$ cat src/cpu_pkg.sv
package cpu_pkg;

  typedef logic [31:0] word_t;

  typedef enum logic [5:0] {
    op_add  = 6'h00,
    op_sub  = 6'h01,
    op_and  = 6'h02,
    op_or   = 6'h03,
    op_xor  = 6'h04,
    op_shl  = 6'h05,
    op_shr  = 6'h06,
    op_addi = 6'h10,
    op_ldi  = 6'h11, // zero-extended immediate
    op_ldw  = 6'h12,
    op_ldb  = 6'h13,
    op_stw  = 6'h14,
    op_stb  = 6'h15,
    op_beq  = 6'h16,
    op_bne  = 6'h17,
    op_halt = 6'h3f
  } op_e;

  // same word seen as register form and immediate form
  typedef union packed {
    struct packed {
      op_e         op;
      logic [3:0]  rd;
      logic [3:0]  ra;
      logic [3:0]  rb;
      logic [13:0] unused;
    } r;
    struct packed {
      op_e         op;
      logic [3:0]  rd;
      logic [3:0]  ra;
      logic [15:0] imm;
      logic [1:0]  unused;
    } i;
  } instr_u;

  typedef enum logic [2:0] {
    alu_add, alu_sub, alu_and, alu_or, alu_xor, alu_shl, alu_shr
  } alu_func_e;

  typedef enum logic [1:0] {pcsel_hold, pcsel_next, pcsel_rel} pcsel_e;
  typedef enum logic [1:0] {marsel_hold, marsel_alu} marsel_e;
  typedef enum logic [1:0] {mdrsel_hold, mdrsel_bus, mdrsel_b} mdrsel_e;
  typedef enum logic [1:0] {regsel_alu, regsel_mdr, regsel_uval} regsel_e;
  typedef enum logic {alu2sel_b, alu2sel_sval} alu2sel_e;
  typedef enum logic {addrsel_pc, addrsel_mar} addrsel_e;

  typedef enum logic [3:0] {
    st_reset, st_fetch, st_decode, st_exec, st_mem, st_wb, st_halt
  } state_e;

  typedef logic [2:0] ccr_t; // carry, less-than, zero
  localparam int ccr_c  = 2;
  localparam int ccr_lt = 1;
  localparam int ccr_z  = 0;

  localparam word_t reset_pc = 32'h0000_0000;

  // wishbone lane selects
  localparam logic [3:0] sel_word  = 4'b1111;
  localparam logic [3:0] sel_byte0 = 4'b0001;

endpackage

$ cat src/cpu_alu.sv
`timescale 1ns/10ps

module cpu_alu (
  input  cpu_pkg::word_t     in1_i,
  input  cpu_pkg::word_t     in2_i,
  input  cpu_pkg::alu_func_e func_i,
  output cpu_pkg::word_t     out_o,
  output logic               c_o,
  output logic               n_o,
  output logic               v_o,
  output logic               z_o
);
  import cpu_pkg::*;

  logic [32:0] sum;

  always_comb begin
    sum = '0;
    v_o = 1'b0;
    case (func_i)
      alu_add: begin
        sum = {1'b0, in1_i} + {1'b0, in2_i};
        v_o = (in1_i[31] == in2_i[31]) && (sum[31] != in1_i[31]);
      end
      alu_sub: begin
        sum = {1'b0, in1_i} - {1'b0, in2_i}; // carry is borrow
        v_o = (in1_i[31] != in2_i[31]) && (sum[31] != in1_i[31]);
      end
      alu_and: sum = {1'b0, in1_i & in2_i};
      alu_or:  sum = {1'b0, in1_i | in2_i};
      alu_xor: sum = {1'b0, in1_i ^ in2_i};
      alu_shl: sum = {1'b0, in1_i << in2_i[4:0]};
      alu_shr: sum = {1'b0, in1_i >> in2_i[4:0]}; // logical
      default: sum = '0;
    endcase
    out_o = sum[31:0];
    c_o   = sum[32];
    n_o   = sum[31];
    z_o   = (sum[31:0] == 32'h0);
  end

endmodule

$ cat src/cpu_regfile.sv
`timescale 1ns/10ps

module cpu_regfile (
  input  logic           clk_i,
  input  logic           rst_i,
  input  logic [3:0]     read1_i,
  input  logic [3:0]     read2_i,
  input  logic [3:0]     write_addr_i,
  input  cpu_pkg::word_t write_data_i,
  input  logic           write_en_i,
  output cpu_pkg::word_t data1_o,
  output cpu_pkg::word_t data2_o
);
  import cpu_pkg::*;

  word_t regs [16];

  always_ff @(posedge clk_i or posedge rst_i) begin
    if (rst_i) begin
      for (int i = 0; i < 16; i++) regs[i] <= '0;
    end else if (write_en_i && (write_addr_i != 4'd0)) begin
      regs[write_addr_i] <= write_data_i;
    end
  end

  // r0 is hardwired zero
  assign data1_o = (read1_i == 4'd0) ? '0 : regs[read1_i];
  assign data2_o = (read2_i == 4'd0) ? '0 : regs[read2_i];

endmodule

$ cat src/cpu_bus_lanes.sv
`timescale 1ns/10ps

module cpu_bus_lanes (
  input  logic [3:0]     sel_i,
  input  cpu_pkg::word_t dat_i,
  input  cpu_pkg::word_t cpu_i,
  output cpu_pkg::word_t dat_o,
  output cpu_pkg::word_t cpu_o
);
  import cpu_pkg::*;

  // store side, byte copied to every lane so sel_o picks it
  assign dat_o = (sel_i == sel_word) ? cpu_i : {4{cpu_i[7:0]}};

  // load side
  always_comb begin
    case (sel_i)
      sel_byte0:      cpu_o = {24'h0, dat_i[7:0]};
      sel_byte0 << 1: cpu_o = {24'h0, dat_i[15:8]};
      sel_byte0 << 2: cpu_o = {24'h0, dat_i[23:16]};
      sel_byte0 << 3: cpu_o = {24'h0, dat_i[31:24]};
      default:        cpu_o = dat_i; // full word
    endcase
  end

endmodule

$ cat src/cpu_datapath.sv
`timescale 1ns/10ps

module cpu_datapath (
  input  logic               clk_i,
  input  logic               rst_i,
  input  cpu_pkg::pcsel_e    pcsel_i,
  input  cpu_pkg::marsel_e   marsel_i,
  input  cpu_pkg::mdrsel_e   mdrsel_i,
  input  cpu_pkg::regsel_e   regsel_i,
  input  cpu_pkg::alu2sel_e  alu2sel_i,
  input  cpu_pkg::addrsel_e  addrsel_i,
  input  cpu_pkg::alu_func_e alu_func_i,
  input  logic               ir_write_i,
  input  logic               a_write_i,
  input  logic               b_write_i,
  input  logic               ccr_write_i,
  input  logic [3:0]         reg_read1_i,
  input  logic [3:0]         reg_read2_i,
  input  logic [3:0]         reg_write_addr_i,
  input  logic               reg_write_i,
  input  cpu_pkg::word_t     dat_i,
  input  logic [3:0]         sel_i,
  output cpu_pkg::word_t     adr_o,
  output cpu_pkg::word_t     dat_o,
  output cpu_pkg::instr_u    ir_o,
  output cpu_pkg::ccr_t      ccr_o
);
  import cpu_pkg::*;

  // special registers
  word_t  pc, mar, mdr, a, b;
  instr_u ir;
  ccr_t   ccr;

  word_t pc_nxt, mar_nxt, mdr_nxt, alu_in2, reg_data_in;
  word_t alu_out, reg_data1, reg_data2, load_data;
  word_t ir_sval, ir_uval;
  logic  alu_c, alu_n, alu_v, alu_z;

  assign ir_sval = {{16{ir.i.imm[15]}}, ir.i.imm};
  assign ir_uval = {16'h0, ir.i.imm};

  assign adr_o = (addrsel_i == addrsel_mar) ? mar : pc;
  assign ir_o  = ir;
  assign ccr_o = ccr;

  always_ff @(posedge clk_i or posedge rst_i) begin
    if (rst_i) begin
      pc  <= reset_pc;
      ir  <= '0;
      ccr <= '0;
    end else begin
      pc <= pc_nxt;
      if (ir_write_i) ir <= dat_i;
      if (ccr_write_i) ccr <= {alu_c, alu_n ^ alu_v, alu_z};
    end
  end

  always_ff @(posedge clk_i) begin
    mar <= mar_nxt;
    mdr <= mdr_nxt;
    if (a_write_i) a <= reg_data1;
    if (b_write_i) b <= reg_data2;
  end

  always_comb begin
    case (pcsel_i)
      pcsel_next: pc_nxt = pc + 32'd4;
      pcsel_rel:  pc_nxt = pc + {ir_sval[29:0], 2'b00};
      default:    pc_nxt = pc;
    endcase
    case (marsel_i)
      marsel_alu: mar_nxt = alu_out;
      default:    mar_nxt = mar;
    endcase
    case (mdrsel_i)
      mdrsel_bus: mdr_nxt = load_data; // already lane aligned
      mdrsel_b:   mdr_nxt = b;
      default:    mdr_nxt = mdr;
    endcase
    case (regsel_i)
      regsel_mdr:  reg_data_in = mdr;
      regsel_uval: reg_data_in = ir_uval;
      default:     reg_data_in = alu_out;
    endcase
    alu_in2 = (alu2sel_i == alu2sel_sval) ? ir_sval : b;
  end

  cpu_alu alu0 (
    .in1_i  (a),
    .in2_i  (alu_in2),
    .func_i (alu_func_i),
    .out_o  (alu_out),
    .c_o    (alu_c),
    .n_o    (alu_n),
    .v_o    (alu_v),
    .z_o    (alu_z)
  );

  cpu_regfile reg0 (
    .clk_i        (clk_i),
    .rst_i        (rst_i),
    .read1_i      (reg_read1_i),
    .read2_i      (reg_read2_i),
    .write_addr_i (reg_write_addr_i),
    .write_data_i (reg_data_in),
    .write_en_i   (reg_write_i),
    .data1_o      (reg_data1),
    .data2_o      (reg_data2)
  );

  cpu_bus_lanes bus0 (
    .sel_i (sel_i),
    .dat_i (dat_i),
    .cpu_i (mdr),
    .dat_o (dat_o),
    .cpu_o (load_data)
  );

endmodule

$ cat src/cpu_control.sv
`timescale 1ns/10ps

module cpu_control (
  input  logic               clk_i,
  input  logic               rst_i,
  input  cpu_pkg::instr_u    ir_i,
  input  cpu_pkg::ccr_t      ccr_i,
  input  logic               ack_i,
  input  logic [1:0]         adr_low_i,
  output cpu_pkg::pcsel_e    pcsel_o,
  output cpu_pkg::marsel_e   marsel_o,
  output cpu_pkg::mdrsel_e   mdrsel_o,
  output cpu_pkg::regsel_e   regsel_o,
  output cpu_pkg::alu2sel_e  alu2sel_o,
  output cpu_pkg::addrsel_e  addrsel_o,
  output cpu_pkg::alu_func_e alu_func_o,
  output logic [3:0]         reg_read1_o,
  output logic [3:0]         reg_read2_o,
  output logic [3:0]         reg_write_addr_o,
  output logic               reg_write_o,
  output logic               ir_write_o,
  output logic               a_write_o,
  output logic               b_write_o,
  output logic               ccr_write_o,
  output logic [3:0]         sel_o,
  output logic               cyc_o,
  output logic               stb_o,
  output logic               we_o,
  output logic               halt_o
);
  import cpu_pkg::*;

  state_e state, state_nxt;
  op_e    op;
  logic   is_rform, is_load, is_store, is_byte, is_branch;
  logic   writes_reg, take_branch, bus_state;

  assign op          = ir_i.r.op;
  assign is_rform    = op inside {op_add, op_sub, op_and, op_or, op_xor, op_shl, op_shr};
  assign is_load     = op inside {op_ldw, op_ldb};
  assign is_store    = op inside {op_stw, op_stb};
  assign is_byte     = op inside {op_ldb, op_stb};
  assign is_branch   = op inside {op_beq, op_bne};
  assign writes_reg  = is_rform || is_load || (op == op_addi) || (op == op_ldi);
  assign take_branch = (op == op_beq) ? ccr_i[ccr_z] : !ccr_i[ccr_z];

  // ra always on port 1, port 2 gets rb or the rd of a store / branch
  assign reg_read1_o      = ir_i.i.ra;
  assign reg_read2_o      = is_rform ? ir_i.r.rb : ir_i.i.rd;
  assign reg_write_addr_o = ir_i.i.rd;

  assign bus_state = (state == st_fetch) || (state == st_mem);
  assign cyc_o     = bus_state;
  assign stb_o     = bus_state;
  assign we_o      = (state == st_mem) && is_store;
  assign halt_o    = (state == st_halt);
  assign addrsel_o = (state == st_mem) ? addrsel_mar : addrsel_pc;
  assign alu2sel_o = (is_rform || is_branch) ? alu2sel_b : alu2sel_sval;
  assign sel_o     = ((state == st_mem) && is_byte) ? (sel_byte0 << adr_low_i) : sel_word;

  always_comb begin
    case (op)
      op_sub, op_beq, op_bne: alu_func_o = alu_sub;
      op_and:  alu_func_o = alu_and;
      op_or:   alu_func_o = alu_or;
      op_xor:  alu_func_o = alu_xor;
      op_shl:  alu_func_o = alu_shl;
      op_shr:  alu_func_o = alu_shr;
      default: alu_func_o = alu_add; // addi and address calc too
    endcase
  end

  always_ff @(posedge clk_i or posedge rst_i) begin
    if (rst_i) state <= st_reset;
    else       state <= state_nxt;
  end

  always_comb begin
    state_nxt   = state;
    pcsel_o     = pcsel_hold;
    marsel_o    = marsel_hold;
    mdrsel_o    = mdrsel_hold;
    regsel_o    = regsel_alu;
    ir_write_o  = 1'b0;
    a_write_o   = 1'b0;
    b_write_o   = 1'b0;
    ccr_write_o = 1'b0;
    reg_write_o = 1'b0;
    case (state)
      st_reset: state_nxt = st_fetch;
      st_fetch: begin
        if (ack_i) begin
          ir_write_o = 1'b1;
          state_nxt  = st_decode;
        end
      end
      st_decode: begin
        a_write_o = 1'b1;
        b_write_o = 1'b1;
        state_nxt = (op == op_halt) ? st_halt : st_exec;
      end
      st_exec: begin
        ccr_write_o = is_rform || is_branch || (op == op_addi);
        if (is_load || is_store) begin
          marsel_o = marsel_alu;
          if (is_store) mdrsel_o = mdrsel_b;
          state_nxt = st_mem;
        end else begin
          state_nxt = st_wb;
        end
      end
      st_mem: begin
        if (ack_i) begin // stay here while the slave stalls
          if (is_load) mdrsel_o = mdrsel_bus;
          state_nxt = st_wb;
        end
      end
      st_wb: begin
        if (is_branch && take_branch) pcsel_o = pcsel_rel;
        else                          pcsel_o = pcsel_next;
        if (is_load)               regsel_o = regsel_mdr;
        else if (op == op_ldi)     regsel_o = regsel_uval;
        reg_write_o = writes_reg;
        state_nxt   = st_fetch;
      end
      st_halt: state_nxt = st_halt; // only reset leaves
      default: state_nxt = st_reset;
    endcase
  end

endmodule

$ cat src/cpu_top.sv
`timescale 1ns/10ps

module cpu_top (
  input  logic           clk_i,
  input  logic           rst_i,
  input  logic           ack_i,
  input  cpu_pkg::word_t dat_i,
  output cpu_pkg::word_t adr_o,
  output cpu_pkg::word_t dat_o,
  output logic [3:0]     sel_o,
  output logic           cyc_o,
  output logic           stb_o,
  output logic           we_o,
  output logic           halt_o
);
  import cpu_pkg::*;

  pcsel_e    pcsel;
  marsel_e   marsel;
  mdrsel_e   mdrsel;
  regsel_e   regsel;
  alu2sel_e  alu2sel;
  addrsel_e  addrsel;
  alu_func_e alu_func;
  instr_u    ir;
  ccr_t      ccr;
  logic [3:0] reg_read1, reg_read2, reg_write_addr;
  logic       reg_write, ir_write, a_write, b_write, ccr_write;

  cpu_datapath dp0 (
    .clk_i (clk_i), .rst_i (rst_i),
    .pcsel_i (pcsel), .marsel_i (marsel), .mdrsel_i (mdrsel),
    .regsel_i (regsel), .alu2sel_i (alu2sel), .addrsel_i (addrsel),
    .alu_func_i (alu_func), .ir_write_i (ir_write), .a_write_i (a_write),
    .b_write_i (b_write), .ccr_write_i (ccr_write),
    .reg_read1_i (reg_read1), .reg_read2_i (reg_read2),
    .reg_write_addr_i (reg_write_addr), .reg_write_i (reg_write),
    .dat_i (dat_i), .sel_i (sel_o),
    .adr_o (adr_o), .dat_o (dat_o), .ir_o (ir), .ccr_o (ccr)
  );

  cpu_control con0 (
    .clk_i (clk_i), .rst_i (rst_i), .ir_i (ir), .ccr_i (ccr),
    .ack_i (ack_i), .adr_low_i (adr_o[1:0]),
    .pcsel_o (pcsel), .marsel_o (marsel), .mdrsel_o (mdrsel),
    .regsel_o (regsel), .alu2sel_o (alu2sel), .addrsel_o (addrsel),
    .alu_func_o (alu_func), .reg_read1_o (reg_read1), .reg_read2_o (reg_read2),
    .reg_write_addr_o (reg_write_addr), .reg_write_o (reg_write),
    .ir_write_o (ir_write), .a_write_o (a_write), .b_write_o (b_write),
    .ccr_write_o (ccr_write), .sel_o (sel_o), .cyc_o (cyc_o),
    .stb_o (stb_o), .we_o (we_o), .halt_o (halt_o)
  );

endmodule

$ cat config.mk
export PLATFORM = sky130hd
export DESIGN_NAME = cpu_top
export DESIGN_NICKNAME = d
export VERILOG_FILES = /design/src/cpu_pkg.sv /design/src/cpu_alu.sv /design/src/cpu_regfile.sv /design/src/cpu_bus_lanes.sv /design/src/cpu_datapath.sv /design/src/cpu_control.sv /design/src/cpu_top.sv
export SDC_FILE = /design/constraint.sdc
export NUM_CORES = 2
export LEC_CHECK = 0
export BUFFER_PORTS_ARGS = -buffer_cell sky130_fd_sc_hd__buf_2
export CAP_MARGIN = 20
export CORE_ASPECT_RATIO = 0.6
export CORE_UTILIZATION = 25
export CTS_CLUSTER_SIZE = 24
export DETAILED_ROUTE_END_ITERATION = 10
export MAX_ROUTING_LAYER = met4
export PLACE_DENSITY = 0.44
export SKIP_LAST_GASP = 1
export SYNTH_ARGS = -nofsm -noshare
export SYNTH_HDL_FRONTEND = slang
export SYNTH_SLANG_ARGS = --single-unit
$ cat constraint.sdc
create_clock -name clk_i -period 24.4 [get_ports clk_i]
set_input_delay 3.66 -clock clk_i [delete_from_list [all_inputs] [get_ports clk_i]]
set_output_delay 3.66 -clock clk_i [all_outputs]
set_load 0.02 [all_outputs]
# After elaboration in Yosys (flattened, before gate mapping)
# Memories as Yosys holds them, arrays and structs flattened.
# Cells that the tools add are included.
[classes] n_shift=3 n_reduce_logical=29 mux=44 n_bitwise=6 addsub=4 magnitude_cmp=4 eq_ne=41
[op_table] op="bitwise mux 512 bit" n=1
[op_table] op="binary-select mux 32 bit (select 4 bit)" n=2
[op_table] op="2-to-1 mux 32 bit" n=8
[op_table] op="one-hot mux 32 bit (7 select lines)" n=1
[op_table] op="one-hot mux 32 bit (2 select lines)" n=3
[op_table] op="demux 32 bit (select 4 bit)" n=1
[op_table] op="one-hot mux 32 bit (4 select lines)" n=1
[op_table] op="adder 32 bit" n=2
[op_table] op="equality test 6 x 5 -> 1 bit, second input constant" n=8
[op_table] op="adder 32 x 3 -> 32 bit, second input constant" n=1
[op_table] op="bitwise AND 32 bit" n=1
[op_table] op="logical NOT 32 bit" n=1
[op_table] op="bitwise OR 32 bit" n=1
[op_table] op="left shift 32 x 5 -> 32 bit" n=1
[op_table] op=">> shifter 32 x 5 -> 32 bit" n=1
[op_table] op="subtractor 32 bit" n=1
[op_table] op="bitwise XOR 32 bit" n=1
[op_table] op="one-hot mux 4 bit (6 select lines)" n=1
[op_table] op="equality test 6 x 3 -> 1 bit, second input constant" n=3
[op_table] op="2-to-1 mux 2 bit" n=9
[op_table] op="equality test 4 x 3 -> 1 bit, second input constant" n=4
[op_table] op="2-to-1 mux 4 bit" n=4
[op_table] op="greater-or-equal comparator 5 bit, second input constant" n=3
[op_table] op="NOT 4 -> 5 bit" n=3
[op_table] op="other kinds (28)" n=69
[totals] romBits=96 register_bits=709 mem_count=1 elab_cells=156 inputBits=35
[memory_table] name="(no name shown)" depth=32 word_bits=3 read_ports=1 rd_clocked_by_memory_dff=0 wr=0 line="cpu_control.sv:62" source="case (op)"

# Depth between registers and ports, before layout
[depth] depth_word=8 mapped_depth=27

# Modules after synthesis
# A second synthesis with hierarchy kept.
[hier_totals] hier_cells=4122 area_unflattened_um2=46469.6
[by_module_without_submodules] mod="cpu_regfile" area_per_inst_um2=25863.6 cells_per_inst=1750 seq_area_each_um2=12036.5 n_inst=1
[by_module_without_submodules] mod="cpu_datapath" area_per_inst_um2=9598.0 cells_per_inst=783 seq_area_each_um2=5470.2 n_inst=1
[by_module_without_submodules] mod="cpu_alu" area_per_inst_um2=9386.5 cells_per_inst=1357 seq_area_each_um2=0.0 n_inst=1
[by_module_without_submodules] mod="cpu_bus_lanes" area_per_inst_um2=998.5 cells_per_inst=144 seq_area_each_um2=0.0 n_inst=1
[by_module_without_submodules] mod="cpu_control" area_per_inst_um2=623.1 cells_per_inst=88 seq_area_each_um2=75.1 n_inst=1

# Least setup slack after synthesis
# Ideal clock, no wire load.
[synth_path] path_kind="register -> output" from="register con0.state[2]" to="output dat_o[11]" stages_incl_launch_ff=9 setup_slack_ns=18.758 t_arrival_ns=1.982 path_cell_list="dfrtp_1 clkbuf_1 inv_1 nor3_1 nand3_1 clkbuf_1 clkbuf_1 nand2_1 nand2_1"
[synth_between] elab_chain_len=7 elab_cells_between_ends=8 cone_classes="eq/ne: 2; shift: 1; mux: 4; reduce/logical: 1"
[synth_rtl] element="start, declared" line="cpu_control.sv:33" source="state_e state, state_nxt;"
[synth_rtl] element="start signal, assigned" line="cpu_control.sv:74" source="if (rst_i) state <= st_reset;"
[synth_rtl] element="start signal, assigned" line="cpu_control.sv:75" source="else state <= state_nxt;"
[synth_rtl] element="equality test 4 x 3 -> 1 bit *" line="cpu_control.sv:57, cpu_control.sv:59"
[synth_rtl] element="2-to-1 mux 1 bit" line="cpu_control.sv:57" source="assign addrsel_o = (state == st_mem) ? addrsel_mar : addrsel_pc;"
[synth_rtl] element="2-to-1 mux 32 bit" line="cpu_datapath.sv:43" source="assign adr_o = (addrsel_i == addrsel_mar) ? mar : pc;"
[synth_rtl] element="left shift 1 x 2 -> 4 bit" line="cpu_control.sv:59" source="assign sel_o = ((state == st_mem) && is_byte) ? (sel_byte0 << adr_low_i) : sel_word;"
[synth_rtl] element="2-to-1 mux 4 bit *" line="cpu_control.sv:59"
[synth_rtl] element="equality test 4 bit *" line="cpu_bus_lanes.sv:13" source="assign dat_o = (sel_i == sel_word) ? cpu_i : {4{cpu_i[7:0]}};"
[synth_rtl] element="2-to-1 mux 32 bit *" line="cpu_bus_lanes.sv:13"
[synth_rtl] element="end, declared" line="cpu_top.sv:9" source="output cpu_pkg::word_t dat_o,"
# Mark *: on every way between the ends. The rest lies on a longest branch, timed or not.

# Worst setup path in the final report
[layout_path] from="register dp0.ir, in the netlist dp0.ir_o[28]" to="register dp0.reg0.regs[318] (netlist name)"
[layout_between] elab_chain_len=8 elab_cells_between_ends=47 cone_classes="add/sub: 2; eq/ne: 20; shift: 2; mux: 9; bitwise: 3; reduce/logical: 10; memory: 1"
[layout_rtl] element="start, declared" line="cpu_datapath.sv:32" source="instr_u ir;"
[layout_rtl] element="start signal, assigned" line="cpu_datapath.sv:54" source="if (ir_write_i) ir <= dat_i;"
[layout_rtl] element="equality test 6 x 1 -> 1 bit, or another cell as far along" line="cpu_control.sv:39" source="assign is_rform = op inside {op_add, op_sub, op_and, op_or, op_xor, op_shl, op_shr};"
[layout_rtl] element="nonzero test 7 bit or nonzero test 2 bit (tied branches)" line="cpu_control.sv:39, cpu_control.sv:43"
[layout_rtl] element="logical OR 1 bit" line="cpu_control.sv:58" source="assign alu2sel_o = (is_rform || is_branch) ? alu2sel_b : alu2sel_sval;"
[layout_rtl] element="2-to-1 mux 32 bit" line="cpu_datapath.sv:86" source="alu_in2 = (alu2sel_i == alu2sel_sval) ? ir_sval : b;"
[layout_rtl] element="subtractor 32 bit, or another cell as far along" line="cpu_alu.sv:26" source="sum = {1'b0, in1_i} - {1'b0, in2_i};"
[layout_rtl] element="one-hot mux 32 bit (7 select lines) *" line="cpu_alu.sv:20" source="case (func_i)"
[layout_rtl] element="named net dp0.alu0.out_o[30]" line="cpu_alu.sv:7" source="output cpu_pkg::word_t out_o,"
[layout_rtl] element="one-hot mux 32 bit (2 select lines) *" line="cpu_datapath.sv:81" source="case (regsel_i)"
[layout_rtl] element="bitwise mux 512 bit *" line="cpu_regfile.sv:22" source="regs[write_addr_i] <= write_data_i;"
[layout_rtl] element="end signal, assigned by index" line="cpu_regfile.sv:22"
[layout_rtl] element="end, declared" line="cpu_regfile.sv:16" source="word_t regs [16];"
# The timed path passes the listed nets; every way through them passes the cells marked *.
# A chain may end at the register's enable or synchronous reset.

==> key figures <==
Die
  – Die W: 546.5 um
  – Die ar.: 179,600 um^2
  – Initial Util: 25.27%
  – CORE AREA: 176,000 um^2
  – Ports: 107
  – Row count: 119
  – Die height: 328.7 um

Synthesis
  – Netlist cell types: 105
  – Async set-or-reset flop fraction in the synthesized netlist: 81.82%
  – Synth cell count leaders: nand2_1, dfrtp_1, o21ai_0
  – Largest cells by area after synthesis: dfrtp_1, nand2_1, edfxtp_1
  – Synth Register Bits: 704
  – Cell count after synthesis: 4,961
  – Syn. warnings: 0
  – Top FF cell, synth: dfrtp_1
  – Yosys top cell by area: dfrtp_1
  – Cell area after synthesis: 44,470 um^2
  – Net Count, Synth: 5,122
  – Mapped Avg Cell Area: 8.964 um^2
  – Yosys top cell area share: 32.41%
  – Sequential share of the synthesized area: 41.06%
  – EDFF count, synth: 128
  – Top-count cell post-synth: nand2_1

Critical path
  – Critical path type: register to register
  – Arrival @ worst endpoint: 8.62 ns
  – Required time worst endpoint: 24.93 ns
  – Reg2reg path depth: 22
  – Worst R2R End: dp0.reg0.regs[318]
  – Maximum fanout along the worst path: 47
  – Critical Path Source Type: register
  – Flop2flop setup slack: 16.31 ns
  – FF-to-FF Start: dp0.ir_o[28]
  – Critical path endpoint category: register

Place
  – Port bufs: 106
  – Gpl congestion: 1.054
  – Inst Count DP: 7,109
  – Hpwl dp: 148,400 um

Clock network
  – Clock transition at the registers of the reported paths: 0.07 ns
  – Bufs on Longest Clock Path: 3
  – CTS Hold Bufs: 0
  – Clock Sinks: 704
  – CTS resizes: 0
  – TritonCTS clock tree: done
  – Clk root buf: clkbuf_16
  – Worst-Skew Late Latency: 0.71 ns
  – Postcts setup bufs: 0
  – CTS Buf Count: 76
  – # H-tree levels: 3

Timing
  – Clock Skews: 0.03939 ns
  – Fin. max-slew vios: 0
  – Final setup viols: 0
  – Max Fclk: 0.1236 GHz
  – Hold slack: 0.3974 ns
  – Tcrit/Tclk final: 33.16%
  – Min cycle time layout: 8.092 ns
  – Final hold violations: 0
  – Rel. slew slack: 14.60%
  – Setup TNS: 0 ns
  – Slew @ Worst Pin: 1.281 ns
  – RSZ-0062 raised after global routing: false

Run status
  – Status: finished clean

Routing
  – 1st-iter DRT viols: 5,752
  – DRC viols: 0
  – DR WL/cell: 29.31 um
  – Drt total wl: 212,700 um
  – Antenna-violating nets left: 0
  – Via/cell ratio: 5.549
  – Routed via count: 40.26k
  – Drt pass-1 iters: 8

Layout
  – Nets: 4,989
  – Area Overhead vs Synth: 12.49%
  – Final cell count without fillers: 7,255
  – Fraction of layout instances using a drive strength above 1: 14.29%
  – Fin util: 28.42%

Worst hold path
  – Endpoint, Worst Hold: dp0.reg0.regs[483]
  – Worst Hold Depth: 0
  – HP Class: register to register
  – Min-Delay Startpoint: dp0.reg0.regs[483]

Global routing
  – Antenna violations before repair: 15
  – Global-route usage over all layers: 23.87%
  – First-pass GRT wire length: 298,000 um
  – Largest net degree at the start of global routing: 168
  – GRT overflow: 0
  – Vias in the first global route: 36.80k

Job
  – Max-Cap Viols: 0
## sequential cells by signal (all words and copies together), names as in the netlist
register	count
dp0.reg0.regs	512
dp0.mdr	32
dp0.ir_o	30
dp0.a	32
dp0.b	32
con0.state	3
dp0.mar	32
dp0.pc	30
dp0.ccr_o	1
## layout by cell type, fill, tap and decap left out, types with 107 or more instances in the layout
cell type  synthesis  routed
a21oi_1          324     320
mux4_2           165     165
o21ai_0          412     412
nand2_1         1096    1087
nor2_1           314     309
nand3_1          204     202
buf_2             41     107
edfxtp_1         128     128
ha_1             124     123
dfrtp_1          576     572
buf_4             21     121
## how the worst max path moves through the flow
stage	start	slack (ns)	depth (start not counted)	end
3_5_place_dp	dp0.ir_o[28]	16.69	22	dp0.reg0.regs[382]
5_1_grt	dp0.ir_o[28]	16.14	22	dp0.reg0.regs[318]
4_1_cts	dp0.ir_o[29]	16.54	8	dat_o[26]
2_1_floorplan	rst_i	4.63	1	con0.state[0]
3_3_place_gp	dp0.ir_o[28]	16.85	22	dp0.reg0.regs[318]
6_report	dp0.ir_o[28]	16.31	22	dp0.reg0.regs[318]
## logic make-up after synthesis
group	after synthesis	synth area share [%]
simple gates	1908	18.54
compound gates	1278	18.05
buf+inv	544	5.039
fa+ha+maj	126	3.579
mux	322	12.17
flops	704	41.06
xor+xnor	79	1.556
## final cells by class
cell class / count / area (um^2)
Antenna cell: 10 / 25.02
Tap cell: 2359 / 2952
Multi-Input combinational cell: 3713 / 24250
Fill cell: 18800 / 126000
Inverter: 102 / 390.4
Sequential cell: 704 / 18270
Clock inverter: 35 / 446.7
Clock buffer: 101 / 2180
Timing Repair Buffer: 231 / 1504
## routing by layer
metal,GRT usage (%),share of wire [%]
met1,36.98,50
met2,29.74,37
met5,-,0
met3,6.721,11
met4,4.373,1.8
## critical path, stage by stage, from the launching register on
cell      delay [ns]
dfrtp_1         0.78
nand4b_4        0.41
and3_4          0.30
nor2_4          0.09
buf_4           0.57
inv_2           0.37
buf_4           0.37
nor2_1          0.16
buf_4           0.24
nor2_1          0.08
xnor2_1         0.15
ha_1            0.33
a21o_1          0.19
a22o_1          0.26
a31oi_1         0.66
a21boi_0        0.38
o21a_1          0.30
o21ai_0         0.57
o31ai_1         0.20
a211oi_2        0.48
inv_2           0.10
a22oi_2         0.63
o21ai_0         0.21
## metrics by stage
| step | instance area [um^2] | setup slack, ns |
|---|---|---|
| floorplan | 44470 | 4.626 |
| global placement | 47350 | 16.85 |
| detailed placement | 47370 | 16.69 |
| CTS | 50000 | 16.54 |
| global route | 50010 | 16.14 |
| finish | 50020 | 16.31 |
Power is left out: the tool's default activity adds up to more than one toggle a clock period on the data nets, which glitch-free logic cannot reach.
